`src/rtl/adc_pkg.sv`:
```
package adc_pkg;

  //////////////////////////////////////////////////////////////////////
  // sample widths
  //////////////////////////////////////////////////////////////////////

  localparam int ADC_LANES = 7;              // data lanes per channel
  localparam int ADC_RAW_W = 2 * ADC_LANES;  // two beats per code
  localparam int ADC_OUT_W = 16;             // left aligned sample
  localparam int ADC_CH_N  = 2;

  //////////////////////////////////////////////////////////////////////
  // sample types
  //////////////////////////////////////////////////////////////////////

  // one beat on the lanes of both channels
  typedef struct packed {
    logic [ADC_LANES-1:0] ch1;
    logic [ADC_LANES-1:0] ch0;
  } adc_lanes_t;

  // aligned output pair, channels already crossed
  typedef struct packed {
    logic [ADC_OUT_W-1:0] ch_a;  // from channel 1
    logic [ADC_OUT_W-1:0] ch_b;  // from channel 0
  } adc_sample_t;

endpackage

```
`src/rtl/sys_bus_pkg.sv`:
```
package sys_bus_pkg;

  //////////////////////////////////////////////////////////////////////
  // bus geometry
  //////////////////////////////////////////////////////////////////////

  localparam int SYS_ADDR_W = 23;
  localparam int SYS_SLOT_W = 3;   // top address bits
  localparam int SYS_OFFS_W = 20;  // low address bits
  localparam int SYS_DATA_W = 32;
  localparam int SYS_SLOT_N = 8;

  localparam logic [SYS_SLOT_W-1:0] SLOT_HK = 3'd3;  // housekeeping

  //////////////////////////////////////////////////////////////////////
  // housekeeping map
  //////////////////////////////////////////////////////////////////////

  localparam logic [SYS_OFFS_W-1:0] REG_ID        = 20'h00000;
  localparam logic [SYS_OFFS_W-1:0] REG_EXP_P_DIR = 20'h00010;
  localparam logic [SYS_OFFS_W-1:0] REG_EXP_N_DIR = 20'h00014;
  localparam logic [SYS_OFFS_W-1:0] REG_EXP_P_OUT = 20'h00018;
  localparam logic [SYS_OFFS_W-1:0] REG_EXP_N_OUT = 20'h0001C;
  localparam logic [SYS_OFFS_W-1:0] REG_EXP_P_IN  = 20'h00020;  // read only
  localparam logic [SYS_OFFS_W-1:0] REG_EXP_N_IN  = 20'h00024;  // read only
  localparam logic [SYS_OFFS_W-1:0] REG_LED       = 20'h00030;

  localparam logic [SYS_DATA_W-1:0] HK_ID_VALUE = 32'h0000_0001;

  localparam int EXP_W = 9;  // pins per connector row
  localparam int LED_W = 8;

  //////////////////////////////////////////////////////////////////////
  // bus and pin types
  //////////////////////////////////////////////////////////////////////

  typedef struct packed {
    logic [SYS_ADDR_W-1:0] addr;
    logic [SYS_DATA_W-1:0] wdata;
    logic                  wen;   // one cycle strobe
    logic                  ren;   // one cycle strobe
  } sys_req_t;

  typedef struct packed {
    logic [SYS_DATA_W-1:0] rdata;  // valid with read ack
    logic                  err;    // valid with ack
    logic                  ack;
  } sys_rsp_t;

  typedef struct packed {
    logic [EXP_W-1:0] p;
    logic [EXP_W-1:0] n;
  } exp_pins_t;

endpackage

```
`src/rtl/adc_frontend.sv`:
```
module adc_frontend
  import adc_pkg::*;
(
  input  logic        clk_250,
  input  logic        rst_n_i,
  input  adc_lanes_t  adc_lanes_i,
  input  logic        adc_frame_i,   // high on even bit beat
  output adc_sample_t adc_dat_o,
  output logic        adc_vld_o
);

  logic [ADC_CH_N-1:0][ADC_LANES-1:0] lanes;
  logic [ADC_CH_N-1:0][ADC_LANES-1:0] even_q;  // first beat, held
  logic                               pend_q;  // first beat waiting
  logic [ADC_CH_N-1:0][ADC_RAW_W-1:0] code;
  logic [ADC_CH_N-1:0][ADC_RAW_W-1:0] cap_q;
  logic                               cap_vld_q;
  adc_sample_t                        sw_q;
  logic                               sw_vld_q;

  assign lanes[0] = adc_lanes_i.ch0;
  assign lanes[1] = adc_lanes_i.ch1;

  //////////////////////////////////////////////////////////////////////
  // two beat capture
  //////////////////////////////////////////////////////////////////////

  // interleave held even bits with odd bits of current beat
  always_comb
  begin
    for (int c = 0; c < ADC_CH_N; c++)
    begin
      for (int k = 0; k < ADC_LANES; k++)
      begin
        code[c][2*k]   = even_q[c][k];
        code[c][2*k+1] = lanes[c][k];
      end
    end
  end

  always_ff @(posedge clk_250 or negedge rst_n_i)
  begin
    if (!rst_n_i)
    begin
      pend_q    <= 1'b0;
      cap_vld_q <= 1'b0;
    end
    else
    begin
      cap_vld_q <= !adc_frame_i && pend_q;  // second beat completes code
      if (adc_frame_i)
        pend_q <= 1'b1;  // later first beat overrides
      else
        pend_q <= 1'b0;
    end
  end

  always_ff @(posedge clk_250)
  begin
    if (adc_frame_i)
      even_q <= lanes;
    if (!adc_frame_i && pend_q)
      cap_q <= code;
  end

  //////////////////////////////////////////////////////////////////////
  // swap and align
  //////////////////////////////////////////////////////////////////////

  always_ff @(posedge clk_250 or negedge rst_n_i)
  begin
    if (!rst_n_i)
    begin
      sw_vld_q  <= 1'b0;
      adc_vld_o <= 1'b0;
    end
    else
    begin
      sw_vld_q  <= cap_vld_q;
      adc_vld_o <= sw_vld_q;
    end
  end

  always_ff @(posedge clk_250)
  begin
    sw_q.ch_a <= {cap_q[1], {(ADC_OUT_W-ADC_RAW_W){1'b0}}};  // adc b -> ch a
    sw_q.ch_b <= {cap_q[0], {(ADC_OUT_W-ADC_RAW_W){1'b0}}};  // adc a -> ch b
    adc_dat_o <= sw_q;
  end

endmodule

```
`src/rtl/sys_bus_decode.sv`:
```
module sys_bus_decode
  import sys_bus_pkg::*;
(
  input  logic     clk_250,
  input  logic     rst_n_i,
  input  sys_req_t sys_req_i,
  output sys_rsp_t sys_rsp_o,
  output sys_req_t hk_req_o,
  input  sys_rsp_t hk_rsp_i
);

  logic [SYS_SLOT_W-1:0] slot;
  logic [SYS_SLOT_N-1:0] slot_sel;     // one hot
  logic                  hk_sel;
  logic                  stub_ack_q;   // unmapped slot answer
  logic                  ack_q;
  logic                  err_q;
  logic [SYS_DATA_W-1:0] rdata_q;

  //////////////////////////////////////////////////////////////////////
  // slot decode
  //////////////////////////////////////////////////////////////////////

  assign slot     = sys_req_i.addr[SYS_ADDR_W-1 -: SYS_SLOT_W];
  assign slot_sel = SYS_SLOT_N'(1) << slot;
  assign hk_sel   = slot_sel[SLOT_HK];

  // request passes through, strobes only toward the selected slot
  always_comb
  begin
    hk_req_o     = sys_req_i;
    hk_req_o.wen = sys_req_i.wen && hk_sel;
    hk_req_o.ren = sys_req_i.ren && hk_sel;
  end

  //////////////////////////////////////////////////////////////////////
  // stub and response register
  //////////////////////////////////////////////////////////////////////

  always_ff @(posedge clk_250 or negedge rst_n_i)
  begin
    if (!rst_n_i)
    begin
      stub_ack_q <= 1'b0;
      ack_q      <= 1'b0;
      err_q      <= 1'b0;
    end
    else
    begin
      stub_ack_q <= (sys_req_i.wen || sys_req_i.ren) && !hk_sel;  // same delay as hk
      ack_q      <= hk_rsp_i.ack || stub_ack_q;
      err_q      <= stub_ack_q || (hk_rsp_i.ack && hk_rsp_i.err);
    end
  end

  always_ff @(posedge clk_250)
  begin
    if (hk_rsp_i.ack)
      rdata_q <= hk_rsp_i.rdata;
    else
      rdata_q <= '0;  // stub reads as zero
  end

  assign sys_rsp_o.rdata = rdata_q;
  assign sys_rsp_o.err   = err_q;
  assign sys_rsp_o.ack   = ack_q;

endmodule

```
`src/rtl/hk_regs.sv`:
```
module hk_regs
  import sys_bus_pkg::*;
(
  input  logic             clk_250,
  input  logic             rst_n_i,
  input  sys_req_t         req_i,
  output sys_rsp_t         rsp_o,
  input  exp_pins_t        exp_in_i,   // async pins
  output exp_pins_t        exp_out_o,
  output exp_pins_t        exp_oe_o,   // 1 drives the pin
  output logic [LED_W-1:0] led_o
);

  logic [SYS_OFFS_W-1:0] offs;
  exp_pins_t             exp_dir_q;
  exp_pins_t             exp_out_q;
  logic [LED_W-1:0]      led_q;
  exp_pins_t             exp_meta_q;   // first sync flop
  exp_pins_t             exp_sync_q;
  logic [SYS_DATA_W-1:0] rd_mux;
  logic [SYS_DATA_W-1:0] rdata_q;
  logic                  ack_q;

  assign offs = req_i.addr[SYS_OFFS_W-1:0];

  //////////////////////////////////////////////////////////////////////
  // input synchronizer
  //////////////////////////////////////////////////////////////////////

  always_ff @(posedge clk_250 or negedge rst_n_i)
  begin
    if (!rst_n_i)
    begin
      exp_meta_q <= '0;
      exp_sync_q <= '0;
    end
    else
    begin
      exp_meta_q <= exp_in_i;
      exp_sync_q <= exp_meta_q;
    end
  end

  //////////////////////////////////////////////////////////////////////
  // write side
  //////////////////////////////////////////////////////////////////////

  always_ff @(posedge clk_250 or negedge rst_n_i)
  begin
    if (!rst_n_i)
    begin
      exp_dir_q <= '0;  // all pins input
      exp_out_q <= '0;
      led_q     <= '0;
      ack_q     <= 1'b0;
    end
    else
    begin
      ack_q <= req_i.wen || req_i.ren;  // every strobe acked next cycle
      if (req_i.wen)
      begin
        case (offs)
          REG_EXP_P_DIR: exp_dir_q.p <= req_i.wdata[EXP_W-1:0];
          REG_EXP_N_DIR: exp_dir_q.n <= req_i.wdata[EXP_W-1:0];
          REG_EXP_P_OUT: exp_out_q.p <= req_i.wdata[EXP_W-1:0];
          REG_EXP_N_OUT: exp_out_q.n <= req_i.wdata[EXP_W-1:0];
          REG_LED:       led_q       <= req_i.wdata[LED_W-1:0];
          default:       ;  // id, inputs and holes
        endcase
      end
    end
  end

  //////////////////////////////////////////////////////////////////////
  // read side
  //////////////////////////////////////////////////////////////////////

  always_comb
  begin
    case (offs)
      REG_ID:        rd_mux = HK_ID_VALUE;
      REG_EXP_P_DIR: rd_mux = SYS_DATA_W'(exp_dir_q.p);
      REG_EXP_N_DIR: rd_mux = SYS_DATA_W'(exp_dir_q.n);
      REG_EXP_P_OUT: rd_mux = SYS_DATA_W'(exp_out_q.p);
      REG_EXP_N_OUT: rd_mux = SYS_DATA_W'(exp_out_q.n);
      REG_EXP_P_IN:  rd_mux = SYS_DATA_W'(exp_sync_q.p);
      REG_EXP_N_IN:  rd_mux = SYS_DATA_W'(exp_sync_q.n);
      REG_LED:       rd_mux = SYS_DATA_W'(led_q);
      default:       rd_mux = '0;  // unknown offset, no error
    endcase
  end

  always_ff @(posedge clk_250)
  begin
    if (req_i.ren)
      rdata_q <= rd_mux;
  end

  assign rsp_o.rdata = rdata_q;
  assign rsp_o.err   = 1'b0;  // slot never errors
  assign rsp_o.ack   = ack_q;

  assign exp_oe_o  = exp_dir_q;
  assign exp_out_o = exp_out_q;
  assign led_o     = led_q;

endmodule

```
`src/rtl/rp_core_top.sv`:
```
module rp_core_top
  import adc_pkg::*;
  import sys_bus_pkg::*;
(
  input  logic             clk_250,
  input  logic             rst_n_i,
  // adc
  input  adc_lanes_t       adc_lanes_i,
  input  logic             adc_frame_i,
  output adc_sample_t      adc_dat_o,
  output logic             adc_vld_o,
  // system bus
  input  sys_req_t         sys_req_i,
  output sys_rsp_t         sys_rsp_o,
  // expansion connector and leds
  input  exp_pins_t        exp_in_i,
  output exp_pins_t        exp_out_o,
  output exp_pins_t        exp_oe_o,
  output logic [LED_W-1:0] led_o
);

  sys_req_t hk_req;  // slot 3 request
  sys_rsp_t hk_rsp;

  //////////////////////////////////////////////////////////////////////
  // adc path
  //////////////////////////////////////////////////////////////////////

  adc_frontend adc_frontend_inst (
    .clk_250     (clk_250),
    .rst_n_i     (rst_n_i),
    .adc_lanes_i (adc_lanes_i),
    .adc_frame_i (adc_frame_i),
    .adc_dat_o   (adc_dat_o),
    .adc_vld_o   (adc_vld_o)
  );

  //////////////////////////////////////////////////////////////////////
  // bus and housekeeping
  //////////////////////////////////////////////////////////////////////

  sys_bus_decode sys_bus_decode_inst (
    .clk_250   (clk_250),
    .rst_n_i   (rst_n_i),
    .sys_req_i (sys_req_i),
    .sys_rsp_o (sys_rsp_o),
    .hk_req_o  (hk_req),
    .hk_rsp_i  (hk_rsp)
  );

  hk_regs hk_regs_inst (
    .clk_250   (clk_250),
    .rst_n_i   (rst_n_i),
    .req_i     (hk_req),
    .rsp_o     (hk_rsp),
    .exp_in_i  (exp_in_i),
    .exp_out_o (exp_out_o),
    .exp_oe_o  (exp_oe_o),   // direction regs
    .led_o     (led_o)
  );

endmodule

```
`config.mk`:
```
export PLATFORM = sky130hd
export DESIGN_NAME = rp_core_top
export DESIGN_NICKNAME = d
export VERILOG_FILES = /design/src/rtl/adc_pkg.sv /design/src/rtl/sys_bus_pkg.sv /design/src/rtl/adc_frontend.sv /design/src/rtl/sys_bus_decode.sv /design/src/rtl/hk_regs.sv /design/src/rtl/rp_core_top.sv
export SDC_FILE = /design/constraint.sdc
export NUM_CORES = 1
export LEC_CHECK = 0
export BUFFER_PORTS_ARGS = -buffer_cell sky130_fd_sc_hd__buf_2
export CORE_UTILIZATION = 50
export DETAILED_ROUTE_END_ITERATION = 10
export GPL_TIMING_DRIVEN = 1
export PLACE_DENSITY = 0.78
export SETUP_SLACK_MARGIN = 0.15
export SLEW_MARGIN = 30
export SYNTH_ARGS = -nofsm -noshare
export SYNTH_HDL_FRONTEND = slang
export SYNTH_SLANG_ARGS = --single-unit
```
`constraint.sdc`:
```
create_clock -name clk_250 -period 2.9 [get_ports clk_250]
set_input_delay 0.58 -clock clk_250 [delete_from_list [all_inputs] [get_ports clk_250]]
set_output_delay 0.58 -clock clk_250 [all_outputs]
set_load 0.01 [all_outputs]
```
==> impl_metrics.ini <==
[finish]
fin_cells = 767
final_common_cell = buf_2
fillers = 917
final_core_util = 0.648
diodes = 0
num-nets-final = 673
drive_gt1_frac = 0.440
area_delta_synth_final_pct = 24.8
finalInstanceArea_mm2 = 0.00831
final_cell_mix = buf_2, dfrtp_1, dfxtp_1

[hold_path]
hold_class = in2async

[synth]
syn_inst = 406
synth-warning-count = 0
synth_edf_count = 51
yosys_most_used_dff = dfrtp_1
synth_area_per_cell_um2 = 16.4
seq_area_frac_synth = 0.756
synth-seq-cells = 204
yosysUniqueCellTypes = 42
async_flop_share = 0.431
synth_area_mm2 = 0.00666

[clock_tree]
clk_path_buf_depth = 3
holdBufCountCts = 0
h-tree-depth = 1
ctsResizeCount = 0
cts_setup_buffers = 0
clk_latency_ps = 470
cts.sinks = 204
cts_made_buffers = 20
clk_pin_slew_ps = 60
clock_tree.root_cell = clkbuf_16
cts_tree = built

[worst_setup_path]
critPathMaxFanout = 5
cp_top_family = simple AND/OR/NAND/NOR gates
critPathSlowestCell = or4_1
crit_path_max_incr_delay_ps = 620
critPathBufInv = 2
required_ps = 3250
path_cells = buf_2 > nor4_4 > nand4_2 > or4_1 > buf_4 > mux2_4
cp-start-kind = input port
cp.arrival_ps = 2440
endpoint_kind = flop
path_class = in2reg

[global_routing]
grt_usage = 0.197
antenna_found_initial = 0
grt_pass1_wl_mm = 21.0
grt_max_degree = 89
met1_usage = 0.254
grt_remaining_overflow = 0
busiest_layer = met2
grtUsageMet3 = 0.0623
grt_pass1_vias = 3871
grt_util_met2 = 0.321

[floorplan]
ios = 203
die_h_um = 117
die_area_mm2 = 0.0138
core_area_mm2 = 0.0128
rows = 41
die_w_um = 117
start_util = 0.519

[timing]
finClkSkew_ps = 10.8
setup_viol = 0
rsz0062_at_grt = no
maxSlewHeadroom = 0.507
post-route-min-period_ps = 2090
finalCritPeriodShare = 0.721
finalWorstSetupSlack_ps = 810
report.final.slew_viol_count = 0
finalHoldViolations = 0
timing.fmax_ghz = 0.478
setup_tns_ps = 0
tightest_slew_ps = 738

[job]
max-cap-violations = 0

[drt]
ant_nets = 0
wirelength_mm = 13.4
drc = 0
dr.pass1.iters = 4
via_count = 3770
drtIter0Drc = 139
wl_per_cell_um = 17.4
via_per_inst = 4.92

[pwr]
p_leak_uw = 0.00391
vdd_ir_drop_max_uv = 583
p_per_area_mw_per_mm2 = 721

[placement]
hpwl_mm = 9.09
dp_slack_ps = 318
globalplace.congestion = 0.831
dp_cells = 731
dpl-instance-area_mm2 = 0.00759
portBuffers = 152

[outcome]
status = finished clean
[worst register-to-register path, stage by stage, from the launching register on]
cell,delay [ps]
dfrtp_1,360
inv_1,50
a21oi_1,60
a31oi_1,160
o21ai_0,120
a22o_1,290
[synth_stat cells (4+ instances only)]
master,instances,area [um^2]
a22oi_1,6,45.0
and2_1,11,68.8
dfxtp_1,65,1300
a21oi_1,4,20.0
buf_4,29,218
nor4_4,4,85.1
nor3_1,4,20.0
nand3_1,13,65.1
mux2_2,42,473
a31oi_1,4,25.0
a32oi_1,5,43.8
mux2i_1,6,60.1
nand2_1,13,48.8
edfxtp_1,51,1530
dfrtp_1,88,2200
nor2b_1,4,25.0
clkbuf_1,6,22.5
mux2_4,9,135
nor2_1,7,26.3
o21ai_0,4,20.0
[routing by layer]
layer	part of all wire	vias up
met5	0	-
met4	0.018	0
met3	0.082	22
met2	0.48	172
met1	0.42	1834
li1	-	1742
[flip-flops by register name, indices dropped and copies added, names as in the netlist, 8 cells and up]
| signal | flops |
|---|---|
| adc_frontend_inst.sw_q | 28 |
| hk_regs_inst.exp_out_o | 18 |
| adc_frontend_inst.adc_dat_o | 28 |
| hk_regs_inst.led_o | 8 |
| hk_regs_inst.exp_sync_q | 18 |
| sys_bus_decode_inst.rdata_q | 9 |
| adc_frontend_inst.cap_q | 28 |
| hk_regs_inst.exp_oe_o | 18 |
| hk_regs_inst.rdata_q | 9 |
| hk_regs_inst.exp_meta_q | 18 |
| adc_frontend_inst.code | 14 |
[kinds of logic after synthesis]
| group | after synthesis | share of synthesized area |
|---|---|---|
| multiplexers | 57 | 0.100 |
| buffers and inverters | 42 | 0.0417 |
| AO/OA/AOI/OAI | 30 | 0.0306 |
| flip-flops | 204 | 0.756 |
| AND/OR/NAND/NOR | 72 | 0.0708 |
| other | 1 | 0.000563 |
[through the flow]
step           total power [uW]  hold WS (ps)
2_1_floorplan              3200           284
3_3_place_gp               3300           310
3_5_place_dp               3310           312
4_1_cts                    6030           157
5_1_grt                    6170           172
6_report                   5990           141
[power breakdown]
| group | switching, uW | internal [uW] | leakage [uW] | total, uW |
|---|---|---|---|---|
| combinational | 133 | 70.2 | 0.00142 | 203 |
| clock | 1050 | 1680 | 0.000351 | 2740 |
| sequential | 26.7 | 3030 | 0.00214 | 3050 |
[layout make-up]
cell class,instances,area (um^2),share of cell area
inverter,2,7.51,0.000903
multi-input combinational,186,1450,0.174
clock inverter,11,145,0.0175
clock buffer,25,572,0.0688
timing repair buffer,167,888,0.107
tap,172,215,0.0259
sequential,204,5030,0.606
[final timing paths]
kind	start	endpoint	slack (ps)	depth (start not counted)
setup / recovery	sys_req_i[47]	hk_regs_inst.exp_out_o[2]	810	6
hold / removal	rst_n_i	hk_regs_inst.exp_sync_q[9]	140	2
setup reg to reg	hk_regs_inst.exp_sync_q[9]	hk_regs_inst.rdata_q[0]	1610	5
hold reg to reg	adc_frontend_inst.sw_q[29]	adc_frontend_inst.adc_dat_o[29]	330	0
max in group asynchronous	rst_n_i	hk_regs_inst.led_o[2]	2410	2
min in group clk_250	exp_in_i[9]	hk_regs_inst.exp_meta_q[9]	210	1
(Power assumes the default switching activity.)
